==> src/ctrl_defines.svh <==
/*
 * core controller parameters
 * widths shared by the packages and the controller blocks
 */

`ifndef CTRL_DEFINES_SVH
`define CTRL_DEFINES_SVH

// datapath width, covers pc, instruction word and mtval
`define XLEN 32

// number of fast interrupt lines from the CSR block
`define NUM_FAST_IRQ 15

// width of the mcause code, msb flags an interrupt
`define CAUSE_W 6

// width of the controller state encoding
`define CTRL_STATE_W 4

`endif

==> src/riscv_arch_pkg.sv <==
/*
 * RISC-V architectural types
 * privilege levels, trap cause codes and the interrupt vector
 */

`include "ctrl_defines.svh"

package riscv_arch_pkg;

  // privilege mode, only M and U are implemented
  typedef enum logic [1:0] {
    PRIV_LVL_U = 2'b00,
    PRIV_LVL_M = 2'b11
  } priv_lvl_e;

  // mcause encoding
  // msb set for interrupts, fast line n maps to {2'b11, n}
  typedef enum logic [`CAUSE_W-1:0] {
    EXC_CAUSE_IRQ_SOFTWARE_M     = {1'b1, 5'd3},
    EXC_CAUSE_IRQ_TIMER_M        = {1'b1, 5'd7},
    EXC_CAUSE_IRQ_EXTERNAL_M     = {1'b1, 5'd11},
    EXC_CAUSE_IRQ_FAST_0         = {1'b1, 5'd16},
    EXC_CAUSE_IRQ_FAST_14        = {1'b1, 5'd30},
    EXC_CAUSE_IRQ_NM             = {1'b1, 5'd31},
    EXC_CAUSE_INSN_ADDR_MISA     = {1'b0, 5'd0},
    EXC_CAUSE_INSTR_ACCESS_FAULT = {1'b0, 5'd1},
    EXC_CAUSE_ILLEGAL_INSN       = {1'b0, 5'd2},
    EXC_CAUSE_BREAKPOINT         = {1'b0, 5'd3},
    EXC_CAUSE_LOAD_ACCESS_FAULT  = {1'b0, 5'd5},
    EXC_CAUSE_STORE_ACCESS_FAULT = {1'b0, 5'd7},
    EXC_CAUSE_ECALL_UMODE        = {1'b0, 5'd8},
    EXC_CAUSE_ECALL_MMODE        = {1'b0, 5'd11}
  } exc_cause_e;

  // interrupt requests already qualified with mie
  typedef struct packed {
    logic                     irq_software;
    logic                     irq_timer;
    logic                     irq_external;
    logic [`NUM_FAST_IRQ-1:0] irq_fast;
  } irqs_t;

endpackage

==> src/ctrl_pkg.sv <==
/*
 * controller types
 * pc selectors, FSM states and the bundles between controller,
 * IF-ID stage, LSU and CSRs
 */

`include "ctrl_defines.svh"

package ctrl_pkg;

  ////////////////////////////////////////////////////////////////////
  // selectors and states
  ////////////////////////////////////////////////////////////////////

  // fetch address source in the IF stage
  typedef enum logic [1:0] {
    PC_BOOT,
    PC_JUMP,
    PC_EXC,
    PC_ERET
  } pc_sel_e;

  // trap vector, only meaningful with PC_EXC
  typedef enum logic {
    EXC_PC_EXC,
    EXC_PC_IRQ
  } exc_pc_sel_e;

  typedef enum logic [`CTRL_STATE_W-1:0] {
    RESET,
    BOOT_SET,
    WAIT_SLEEP,
    SLEEP,
    FIRST_FETCH,
    DECODE,
    FLUSH,
    IRQ_TAKEN
  } ctrl_state_e;

  ////////////////////////////////////////////////////////////////////
  // bundles
  ////////////////////////////////////////////////////////////////////

  // decoder flags, not yet qualified with valid
  typedef struct packed {
    logic illegal;
    logic ecall;
    logic mret;
    logic wfi;
    logic ebrk;
    logic csr_flush;
  } decode_t;

  // IF-ID register contents
  typedef struct packed {
    logic              valid;
    logic [`XLEN-1:0]  instr;
    logic [15:0]       instr_c;
    logic              is_c;
    logic              fetch_err;
    logic              fetch_err_plus2;
    logic [`XLEN-1:0]  pc;
  } fetch_t;

  // LSU error pulse plus the faulting address
  typedef struct packed {
    logic [`XLEN-1:0] addr;
    logic             load_err;
    logic             store_err;
  } lsu_err_t;

  // interrupt state from the CSRs
  typedef struct packed {
    riscv_arch_pkg::irqs_t irqs;
    logic                  nm;
    logic                  pending;
    logic                  mie;
  } irq_in_t;

  typedef struct packed {
    logic        pc_set;
    pc_sel_e     pc_mux;
    exc_pc_sel_e exc_pc_mux;
  } pc_ctrl_t;

  typedef struct packed {
    logic                       save_if;
    logic                       save_id;
    logic                       restore_mret;
    logic                       save_cause;
    riscv_arch_pkg::exc_cause_e cause;
    logic [`XLEN-1:0]           mtval;
  } csr_ctrl_t;

  // exception detector to FSM
  typedef struct packed {
    logic                       req_pc;
    logic                       flush_only;
    logic                       taken;
    logic                       mret;
    logic                       wfi;
    riscv_arch_pkg::exc_cause_e cause;
    logic [`XLEN-1:0]           mtval;
  } exc_req_t;

endpackage

==> src/core_ctrl.sv <==
/*
 * core controller top
 * exception detector, interrupt selector and controller FSM
 */

`timescale 1ns/1ps

module core_ctrl (
  input  logic                       clk_i,
  input  logic                       rst_ni,
  input  logic                       fetch_enable_i,
  input  ctrl_pkg::fetch_t           fetch_i,
  input  ctrl_pkg::decode_t          decode_i,
  input  ctrl_pkg::lsu_err_t         lsu_err_i,
  input  ctrl_pkg::irq_in_t          irq_i,
  input  logic                       stall_id_i,
  input  logic                       branch_set_i,
  input  logic                       jump_set_i,
  input  riscv_arch_pkg::priv_lvl_e  priv_mode_i,
  input  logic                       mstatus_tw_i,
  output ctrl_pkg::pc_ctrl_t         pc_ctrl_o,
  output ctrl_pkg::csr_ctrl_t        csr_ctrl_o,
  output logic                       id_in_ready_o,
  output logic                       instr_valid_clear_o,
  output logic                       flush_id_o,
  output logic                       instr_req_o,
  output logic                       ctrl_busy_o,
  output logic                       controller_run_o,
  output logic                       nmi_mode_o
);
  import ctrl_pkg::*;

  exc_req_t                   exc_req;
  ctrl_state_e                state;
  logic                       irq_take;
  riscv_arch_pkg::exc_cause_e irq_cause;

  // synchronous exceptions, one cycle behind decode
  exc_prio u_exc_prio (
    .clk_i        (clk_i),
    .rst_ni       (rst_ni),
    .decode_i     (decode_i),
    .fetch_i      (fetch_i),
    .lsu_err_i    (lsu_err_i),
    .priv_mode_i  (priv_mode_i),
    .mstatus_tw_i (mstatus_tw_i),
    .state_i      (state),
    .exc_req_o    (exc_req)
  );

  // NMI mode from the FSM masks everything
  irq_select u_irq_select (
    .irq_i       (irq_i),
    .nmi_mode_i  (nmi_mode_o),
    .irq_take_o  (irq_take),
    .irq_cause_o (irq_cause)
  );

  ctrl_fsm u_ctrl_fsm (
    .clk_i               (clk_i),
    .rst_ni              (rst_ni),
    .fetch_enable_i      (fetch_enable_i),
    .stall_id_i          (stall_id_i),
    .instr_valid_i       (fetch_i.valid),
    .branch_set_i        (branch_set_i),
    .jump_set_i          (jump_set_i),
    .irq_pending_i       (irq_i.pending),
    .irq_nm_i            (irq_i.nm),
    .exc_req_i           (exc_req),
    .irq_take_i          (irq_take),
    .irq_cause_i         (irq_cause),
    .state_o             (state),
    .pc_ctrl_o           (pc_ctrl_o),
    .csr_ctrl_o          (csr_ctrl_o),
    .id_in_ready_o       (id_in_ready_o),
    .instr_valid_clear_o (instr_valid_clear_o),
    .flush_id_o          (flush_id_o),
    .instr_req_o         (instr_req_o),
    .ctrl_busy_o         (ctrl_busy_o),
    .controller_run_o    (controller_run_o),
    .nmi_mode_o          (nmi_mode_o)
  );

endmodule

==> src/ctrl_fsm.sv <==
/*
 * controller state machine
 * boot, decode, flush, sleep and interrupt entry, with NMI mode
 * and the stall and flush controls of the IF-ID register
 */

`timescale 1ns/1ps

module ctrl_fsm (
  input  logic                        clk_i,
  input  logic                        rst_ni,
  input  logic                        fetch_enable_i,
  input  logic                        stall_id_i,
  input  logic                        instr_valid_i,
  input  logic                        branch_set_i,
  input  logic                        jump_set_i,
  input  logic                        irq_pending_i,
  input  logic                        irq_nm_i,
  input  ctrl_pkg::exc_req_t          exc_req_i,
  input  logic                        irq_take_i,
  input  riscv_arch_pkg::exc_cause_e  irq_cause_i,
  output ctrl_pkg::ctrl_state_e       state_o,
  output ctrl_pkg::pc_ctrl_t          pc_ctrl_o,
  output ctrl_pkg::csr_ctrl_t         csr_ctrl_o,
  output logic                        id_in_ready_o,
  output logic                        instr_valid_clear_o,
  output logic                        flush_id_o,
  output logic                        instr_req_o,
  output logic                        ctrl_busy_o,
  output logic                        controller_run_o,
  output logic                        nmi_mode_o
);
  import ctrl_pkg::*;
  import riscv_arch_pkg::*;

  ctrl_state_e state_q, state_d;
  logic nmi_mode_q, nmi_mode_d;
  logic halt_if, retain_id, flush_id;
  logic special_req;

  // any flag that forces the instruction through FLUSH
  assign special_req = exc_req_i.req_pc | exc_req_i.flush_only;

  ////////////////////////////////////////////////////////////////////
  // next state and outputs
  ////////////////////////////////////////////////////////////////////

  always_comb begin
    state_d    = state_q;
    nmi_mode_d = nmi_mode_q;

    instr_req_o      = 1'b1;
    ctrl_busy_o      = 1'b1;
    controller_run_o = 1'b0;
    halt_if          = 1'b0;
    retain_id        = 1'b0;
    flush_id         = 1'b0;

    // mux values only matter while pc_set is high
    pc_ctrl_o.pc_set     = 1'b0;
    pc_ctrl_o.pc_mux     = PC_BOOT;
    pc_ctrl_o.exc_pc_mux = EXC_PC_IRQ;

    csr_ctrl_o.save_if      = 1'b0;
    csr_ctrl_o.save_id      = 1'b0;
    csr_ctrl_o.restore_mret = 1'b0;
    csr_ctrl_o.save_cause   = 1'b0;
    csr_ctrl_o.cause        = EXC_CAUSE_INSN_ADDR_MISA;
    csr_ctrl_o.mtval        = '0;

    unique case (state_q)
      RESET: begin
        // hold the boot address until fetch is enabled
        instr_req_o      = 1'b0;
        pc_ctrl_o.pc_set = 1'b1;
        if (fetch_enable_i) begin
          state_d = BOOT_SET;
        end
      end

      BOOT_SET: begin
        pc_ctrl_o.pc_set = 1'b1;
        state_d          = FIRST_FETCH;
      end

      WAIT_SLEEP: begin
        // one cycle to let the pipeline drain
        ctrl_busy_o = 1'b0;
        instr_req_o = 1'b0;
        halt_if     = 1'b1;
        flush_id    = 1'b1;
        state_d     = SLEEP;
      end

      SLEEP: begin
        instr_req_o = 1'b0;
        halt_if     = 1'b1;
        flush_id    = 1'b1;
        // wake on any pending interrupt, even with mie clear
        if (irq_nm_i || irq_pending_i) begin
          state_d = FIRST_FETCH;
        end else begin
          ctrl_busy_o = 1'b0;
        end
      end

      FIRST_FETCH: begin
        // wait for the first instruction to enter ID
        if (id_in_ready_o) begin
          state_d = DECODE;
        end
        if (irq_take_i) begin
          state_d = IRQ_TAKEN;
          halt_if = 1'b1;
        end
      end

      DECODE: begin
        controller_run_o = 1'b1;
        pc_ctrl_o.pc_mux = PC_JUMP;

        // keep the instruction in ID for FLUSH to inspect
        if (special_req) begin
          retain_id = 1'b1;
          state_d   = FLUSH;
        end

        if (branch_set_i || jump_set_i) begin
          pc_ctrl_o.pc_set = 1'b1;
        end

        // interrupts wait for the instruction in ID to finish
        if (irq_take_i && (stall_id_i || instr_valid_i)) begin
          halt_if = 1'b1;
        end
        if (irq_take_i && !stall_id_i && !special_req && !instr_valid_i) begin
          state_d = IRQ_TAKEN;
          halt_if = 1'b1;
        end
      end

      IRQ_TAKEN: begin
        pc_ctrl_o.pc_mux     = PC_EXC;
        pc_ctrl_o.exc_pc_mux = EXC_PC_IRQ;
        if (irq_take_i) begin
          pc_ctrl_o.pc_set      = 1'b1;
          csr_ctrl_o.save_if    = 1'b1;
          csr_ctrl_o.save_cause = 1'b1;
          csr_ctrl_o.cause      = irq_cause_i;
          // enter NMI mode
          if (irq_cause_i == EXC_CAUSE_IRQ_NM) begin
            nmi_mode_d = 1'b1;
          end
        end
        state_d = DECODE;
      end

      FLUSH: begin
        halt_if  = 1'b1;
        flush_id = 1'b1;
        state_d  = DECODE;

        if (exc_req_i.taken) begin
          // trap, mepc takes the pc of the instruction in ID
          pc_ctrl_o.pc_set      = 1'b1;
          pc_ctrl_o.pc_mux      = PC_EXC;
          pc_ctrl_o.exc_pc_mux  = EXC_PC_EXC;
          csr_ctrl_o.save_id    = 1'b1;
          csr_ctrl_o.save_cause = 1'b1;
          csr_ctrl_o.cause      = exc_req_i.cause;
          csr_ctrl_o.mtval      = exc_req_i.mtval;
        end else if (exc_req_i.mret) begin
          pc_ctrl_o.pc_set        = 1'b1;
          pc_ctrl_o.pc_mux        = PC_ERET;
          csr_ctrl_o.restore_mret = 1'b1;
          // leaving the NMI handler
          nmi_mode_d              = 1'b0;
        end else if (exc_req_i.wfi) begin
          state_d = WAIT_SLEEP;
        end
      end

      default: begin
        instr_req_o = 1'b0;
        state_d     = RESET;
      end
    endcase
  end

  ////////////////////////////////////////////////////////////////////
  // stall control
  ////////////////////////////////////////////////////////////////////

  assign id_in_ready_o = ~stall_id_i & ~halt_if & ~retain_id;

  // retain keeps valid set unless the entry is flushed anyway
  assign instr_valid_clear_o = ~(stall_id_i | retain_id) | flush_id;
  assign flush_id_o          = flush_id;

  assign state_o    = state_q;
  assign nmi_mode_o = nmi_mode_q;

  always_ff @(posedge clk_i or negedge rst_ni) begin
    if (!rst_ni) begin
      state_q    <= RESET;
      nmi_mode_q <= 1'b0;
    end else begin
      state_q    <= state_d;
      nmi_mode_q <= nmi_mode_d;
    end
  end

endmodule

==> src/exc_prio.sv <==
/*
 * exception detector
 * qualifies decoder flags, registers the requests and picks the
 * winning synchronous exception with its cause and mtval
 */

`timescale 1ns/1ps

`include "ctrl_defines.svh"

module exc_prio (
  input  logic                        clk_i,
  input  logic                        rst_ni,
  input  ctrl_pkg::decode_t           decode_i,
  input  ctrl_pkg::fetch_t            fetch_i,
  input  ctrl_pkg::lsu_err_t          lsu_err_i,
  input  riscv_arch_pkg::priv_lvl_e   priv_mode_i,
  input  logic                        mstatus_tw_i,
  input  ctrl_pkg::ctrl_state_e       state_i,
  output ctrl_pkg::exc_req_t          exc_req_o
);
  import ctrl_pkg::*;
  import riscv_arch_pkg::*;

  logic ecall, mret, wfi, ebrk, csr_flush, fetch_err;
  logic illegal_umode;
  logic illegal_d, illegal_q;
  logic exc_d, exc_q;
  logic load_err_q, store_err_q;
  logic not_flush;
  logic [`XLEN-1:0] lsu_addr_q;
  logic [`XLEN-1:0] pc_plus2;

  // decoder ignores valid, fold it in here
  assign ecall     = decode_i.ecall     & fetch_i.valid;
  assign mret      = decode_i.mret      & fetch_i.valid;
  assign wfi       = decode_i.wfi       & fetch_i.valid;
  assign ebrk      = decode_i.ebrk      & fetch_i.valid;
  assign csr_flush = decode_i.csr_flush & fetch_i.valid;
  assign fetch_err = fetch_i.fetch_err  & fetch_i.valid;

  // mret needs M-mode, TW traps wfi out of U-mode
  assign illegal_umode = (priv_mode_i != PRIV_LVL_M) & (mret | (mstatus_tw_i & wfi));

  // requests drop in FLUSH so a handled trap does not repeat
  assign not_flush = (state_i != FLUSH);
  assign illegal_d = ((decode_i.illegal & fetch_i.valid) | illegal_umode) & not_flush;
  assign exc_d     = (ecall | ebrk | illegal_d | fetch_err) & not_flush;

  always_ff @(posedge clk_i or negedge rst_ni) begin
    if (!rst_ni) begin
      illegal_q   <= 1'b0;
      exc_q       <= 1'b0;
      load_err_q  <= 1'b0;
      store_err_q <= 1'b0;
    end else begin
      illegal_q   <= illegal_d;
      exc_q       <= exc_d;
      load_err_q  <= lsu_err_i.load_err & not_flush;
      store_err_q <= lsu_err_i.store_err & not_flush;
    end
  end

  // faulting address, sampled alongside the error pulse
  always_ff @(posedge clk_i) begin
    lsu_addr_q <= lsu_err_i.addr;
  end

  // second half of a misaligned fetch faulted
  assign pc_plus2 = fetch_i.pc + `XLEN'd2;

  // pc changing requests, lsu errors arrive without a valid instruction
  assign exc_req_o.req_pc     = mret | exc_d | lsu_err_i.load_err | lsu_err_i.store_err;
  assign exc_req_o.flush_only = wfi | csr_flush;
  assign exc_req_o.taken      = exc_q | load_err_q | store_err_q;
  assign exc_req_o.mret       = mret;
  assign exc_req_o.wfi        = wfi;

  // privileged spec order
  // fetch fault, illegal, ecall, ebreak, store fault, load fault
  always_comb begin
    exc_req_o.cause = EXC_CAUSE_INSN_ADDR_MISA;
    exc_req_o.mtval = '0;
    if (fetch_err) begin
      exc_req_o.cause = EXC_CAUSE_INSTR_ACCESS_FAULT;
      exc_req_o.mtval = fetch_i.fetch_err_plus2 ? pc_plus2 : fetch_i.pc;
    end else if (illegal_q) begin
      exc_req_o.cause = EXC_CAUSE_ILLEGAL_INSN;
      exc_req_o.mtval = fetch_i.is_c ? {{(`XLEN-16){1'b0}}, fetch_i.instr_c} : fetch_i.instr;
    end else if (ecall) begin
      exc_req_o.cause = (priv_mode_i == PRIV_LVL_M) ? EXC_CAUSE_ECALL_MMODE :
                                                      EXC_CAUSE_ECALL_UMODE;
    end else if (ebrk) begin
      // no debug mode, ebreak always traps
      exc_req_o.cause = EXC_CAUSE_BREAKPOINT;
    end else if (store_err_q) begin
      exc_req_o.cause = EXC_CAUSE_STORE_ACCESS_FAULT;
      exc_req_o.mtval = lsu_addr_q;
    end else if (load_err_q) begin
      exc_req_o.cause = EXC_CAUSE_LOAD_ACCESS_FAULT;
      exc_req_o.mtval = lsu_addr_q;
    end
  end

endmodule

==> src/irq_select.sv <==
/*
 * interrupt selector
 * decides whether an interrupt is taken and encodes its cause
 */

`timescale 1ns/1ps

`include "ctrl_defines.svh"

module irq_select (
  input  ctrl_pkg::irq_in_t           irq_i,
  input  logic                        nmi_mode_i,
  output logic                        irq_take_o,
  output riscv_arch_pkg::exc_cause_e  irq_cause_o
);
  import riscv_arch_pkg::*;

  // fast line id fills the cause below the two marker bits
  localparam int unsigned FAST_ID_W = `CAUSE_W - 2;

  logic [FAST_ID_W-1:0] mfip_id;

  // the NMI handler is never interrupted since nested NMIs are not supported
  assign irq_take_o = ~nmi_mode_i & (irq_i.nm | (irq_i.pending & irq_i.mie));

  // lowest numbered fast line wins
  always_comb begin
    mfip_id = '0;
    for (int i = `NUM_FAST_IRQ - 1; i >= 0; i--) begin
      if (irq_i.irqs.irq_fast[i]) begin
        mfip_id = i[FAST_ID_W-1:0];
      end
    end
  end

  // NMI, fast, external, software, timer
  always_comb begin
    if (irq_i.nm) begin
      irq_cause_o = EXC_CAUSE_IRQ_NM;
    end else if (irq_i.irqs.irq_fast != '0) begin
      irq_cause_o = exc_cause_e'({2'b11, mfip_id});
    end else if (irq_i.irqs.irq_external) begin
      irq_cause_o = EXC_CAUSE_IRQ_EXTERNAL_M;
    end else if (irq_i.irqs.irq_software) begin
      irq_cause_o = EXC_CAUSE_IRQ_SOFTWARE_M;
    end else begin
      // only timer left
      irq_cause_o = EXC_CAUSE_IRQ_TIMER_M;
    end
  end

endmodule

==> config.mk <==
export PLATFORM = sky130hd
export DESIGN_NAME = core_ctrl
export DESIGN_NICKNAME = d
export VERILOG_FILES = /design/src/riscv_arch_pkg.sv /design/src/ctrl_pkg.sv /design/src/core_ctrl.sv /design/src/ctrl_fsm.sv /design/src/exc_prio.sv /design/src/irq_select.sv
export VERILOG_INCLUDE_DIRS = /design/src
export SDC_FILE = /design/constraint.sdc
export NUM_CORES = 1
export LEC_CHECK = 0
export BUFFER_PORTS_ARGS = -buffer_cell sky130_fd_sc_hd__buf_2
export CORE_UTILIZATION = 44
export DETAILED_ROUTE_END_ITERATION = 12
export PLACE_DENSITY = 0.82
export SYNTH_ARGS = -nofsm -noshare
export SYNTH_HDL_FRONTEND = slang
export SYNTH_HIERARCHICAL = 1
export SYNTH_SLANG_ARGS = --single-unit
==> constraint.sdc <==
create_clock -name clk_i -period 2.8 [get_ports clk_i]
set_clock_uncertainty 0.1 [all_clocks]
set_input_delay 0.14 -clock clk_i [delete_from_list [all_inputs] [get_ports clk_i]]
set_output_delay 0.14 -clock clk_i [all_outputs]
set_load 0.1 [all_outputs]
==> impl_results.md <==
- Final HPWL DP: 9663 µm
- CP max FO: 14
- Prevailing post-synth register cell: dfxtp_1
- Largest net degree at the start of global routing: 22
- Drt total wl: 13060 µm
- Vias post-DR: 4288
- Die footprint: 0.007927 mm²
- Clk root buf: clkbuf_8
- Fin crit period: 2.638 ns
- Relative slew margins: 0.6004
- CTS sink cnt: 40
- TNS Setup: 0 ns
- NumNets Final: 801
- FFs w/ async S/R, synth: 0.2000
- Clock Tree Buf Depth: 2
- MaxCap Viol Count: 0
- GRT Residual Overflow: 0
- Total core area: 0.007292 mm²
- Ys Warns: 6
- Sequential element share of the synthesized area: 0.2523
- Postcts setup bufs: 0
- Status: complete, no violations
- Worst Hold Slack: 0.01237 ns
- HP Class: primary input to flip-flop
- Slew @ Worst Pin: 0.5995 ns
- Die Span Y: 89.04 µm
- Post-DP Area: 0.005086 mm²
- CTS tree: yes
- Cells on worst reg2reg path: 5
- Req. time, crit path: 2.56 ns
- EDFF count, synth: 0
- Fmax: 379.1 MHz
- Rows: 31
- Cts bufs inserted: 5
- Detailed-route DRC error count: 0
- Vias in the first global route: 4244
- Setup Crit Path Kind: flip-flop to primary output
- Starting density of the core: 0.4571
- H-tree levels: 2
- VDD IR max: 0.4632 mV
- Placer Congestion: 0.8531
- Final Cycle Share: 0.9422
- WP data arrival: 2.40 ns
- Syn avg cell area: 7.955 µm²
- Layout cells sized above 1: 0.3969
- Clock latency on the worst-skew pair: 0.28 ns
- Pre-CTS setup slack: 0.3246 ns
- Fin area: 0.005503 mm²
- Clock transition at path regs: 0.08 ns
- Initial antenna violation count: 0
- Flops & latches, synth: 40
- Final WS setup: 0.1619 ns
- Final max-slew violation count: 0
- ANT cells: 0
- Starting DRC count in detailed routing: 229
- Pleak: 2.583 nW
- Synth-to-layout area growth: 65.09%
- Synth cell types: 70
- Port bufs: 205
- Fill count: 539
- Avg WL per Cell: 17.55 µm
- Worst setup SP type: flip-flop
- Hold depth: 2
- Global-route wire length before repair: 19230 µm
- Crit. End Element: primary output
- Post-DRT Antenna Nets: 0
- Drt first pass iters: 5
- Netlist Area Pre-Place: 0.003333 mm²
- GRT Util Overall: 0.3161
- Via/cell ratio: 5.763
- Final setup viols: 0
- RSZ-0062 raised after global routing: no
- Final Hold Vio Count: 0
- Die width: 89.04 µm
- Synth Instances: 419
- I/O pin total: 207
- Pwr dens: 745.4 mW/mm²
repair_timing:
item                                    in CTS  in global routing
resized for setup                            1                  1
endpoints found under the setup margin       1                  1
hold buffers                                34                  0
endpoints found under the hold margin       41                  0
metrics by stage:
step | power (mW) | util | instances
global route | 4.240 | 0.7546 | 744
global placement | 3.636 | 0.6975 | 704
detailed placement | 3.684 | 0.6975 | 704
floorplan | 2.751 | - | 420
CTS | 4.093 | 0.7543 | 744
finish | 4.102 | 0.7546 | 744
area by class of cell:
class,instances,area (µm²),share of cell area
well taps,99,123.9,0.02251
repair buffers,252,2095,0.3806
multi-input cells,336,2326,0.4227
clock buffers,6,72.57,0.01319
inverters,11,43.79,0.007958
flip-flops and latches,40,842.1,0.1530
worst max-delay path, cell delays in order, from the launching register on:
cell      delay (ns)
dfrtp_2         0.50
nor4bb_4        0.34
a21oi_1         0.08
or4_1           0.47
nor2_2          0.20
nor3_1          0.10
nor4_4          0.20
buf_12          0.21
routing by layer:
| layer | track usage | share of wire | vias up |
|---|---|---|---|
| met5 | 0 | 0 | - |
| met4 | 0.1472 | 0.032 | 0 |
| met3 | 0.07572 | 0.081 | 41 |
| met2 | 0.6154 | 0.52 | 227 |
| met1 | 0.3149 | 0.36 | 2021 |
| li1 | - | - | 1999 |
flip-flops by register name (all words and copies together), names as in the netlist:
register / count
u_ctrl_fsm/nmi_mode_o: 1
u_exc_prio/lsu_addr_q: 32
u_exc_prio/illegal_q: 1
u_exc_prio/store_err_q: 1
u_exc_prio/load_err_q: 1
u_ctrl_fsm/state_o: 3
u_exc_prio/exc_q: 1
where the power goes:
group / internal, mW / switching, mW
sequential: 0.629 / 0.0549
clock: 0.167 / 0.196
combinational: 0.959 / 2.10
synthesized netlist by cell type (4+ instances only):
cell / instances / area share
nor2_1: 33 / 0.037
dfrtp_1: 8 / 0.060
nor3_1: 6 / 0.0090
nand3b_1: 4 / 0.0090
and2_1: 5 / 0.0094
nor2b_1: 5 / 0.0094
nand2_1: 29 / 0.033
clkbuf_1: 11 / 0.012
xnor2_1: 9 / 0.024
nand3_1: 18 / 0.027
a21oi_1: 17 / 0.026
nand2b_1: 5 / 0.0094
dfxtp_1: 32 / 0.19
and3_1: 38 / 0.071
nand4_1: 7 / 0.013
a31oi_1: 4 / 0.0075
o21ai_0: 20 / 0.030
o21ai_1: 10 / 0.015
buf_2: 11 / 0.017
inv_1: 10 / 0.011
buf_4: 7 / 0.016
a22o_1: 9 / 0.024
o221ai_1: 5 / 0.013
xor2_1: 15 / 0.039
mux2i_1: 18 / 0.054
a22oi_1: 12 / 0.027
layout by cell type, fill, tap and decap left out, types with 6 or more instances in the layout:
cell type / count
o21ai_0: 18
nand3_1: 18
nand2_1: 29
a22oi_1: 12
nand4_1: 7
a21oi_1: 16
a22o_2: 6
buf_4: 13
xnor2_1: 9
xor2_1: 15
nor3_1: 6
dfxtp_1: 32
and3_1: 38
nor2_1: 32
buf_2: 163
dlygate4sd3_1: 34
mux2i_1: 18
inv_1: 10
o21ai_1: 11
dfrtp_1: 7
buf_12: 42
cell families after synthesis:
logic type	Yosys count	synth area share
simple gates	181	0.3296
compound gates	108	0.2271
buf+inv	44	0.06682
flops	40	0.2523
xor+xnor	24	0.06307
mux	18	0.05405
other cells	3	0.003378
fa+ha+maj	1	0.003753
worst paths after layout:
path,slack [ns],start,to
worst max register to register,0.64,u_ctrl_fsm/state_o[1],u_ctrl_fsm/state_o[1]
worst min register to register,0.47,u_ctrl_fsm/nmi_mode_o,u_ctrl_fsm/nmi_mode_o
worst max-delay path,0.16,u_ctrl_fsm/state_o[1],id_in_ready_o
max in group asynchronous,2.27,rst_ni,u_ctrl_fsm/state_o[1]
worst min-delay path,0.01,lsu_err_i[0],u_exc_prio/store_err_q
min in group asynchronous,0.14,rst_ni,u_exc_prio/exc_q
No activity file was read; power rests on OpenSTA's default activity.
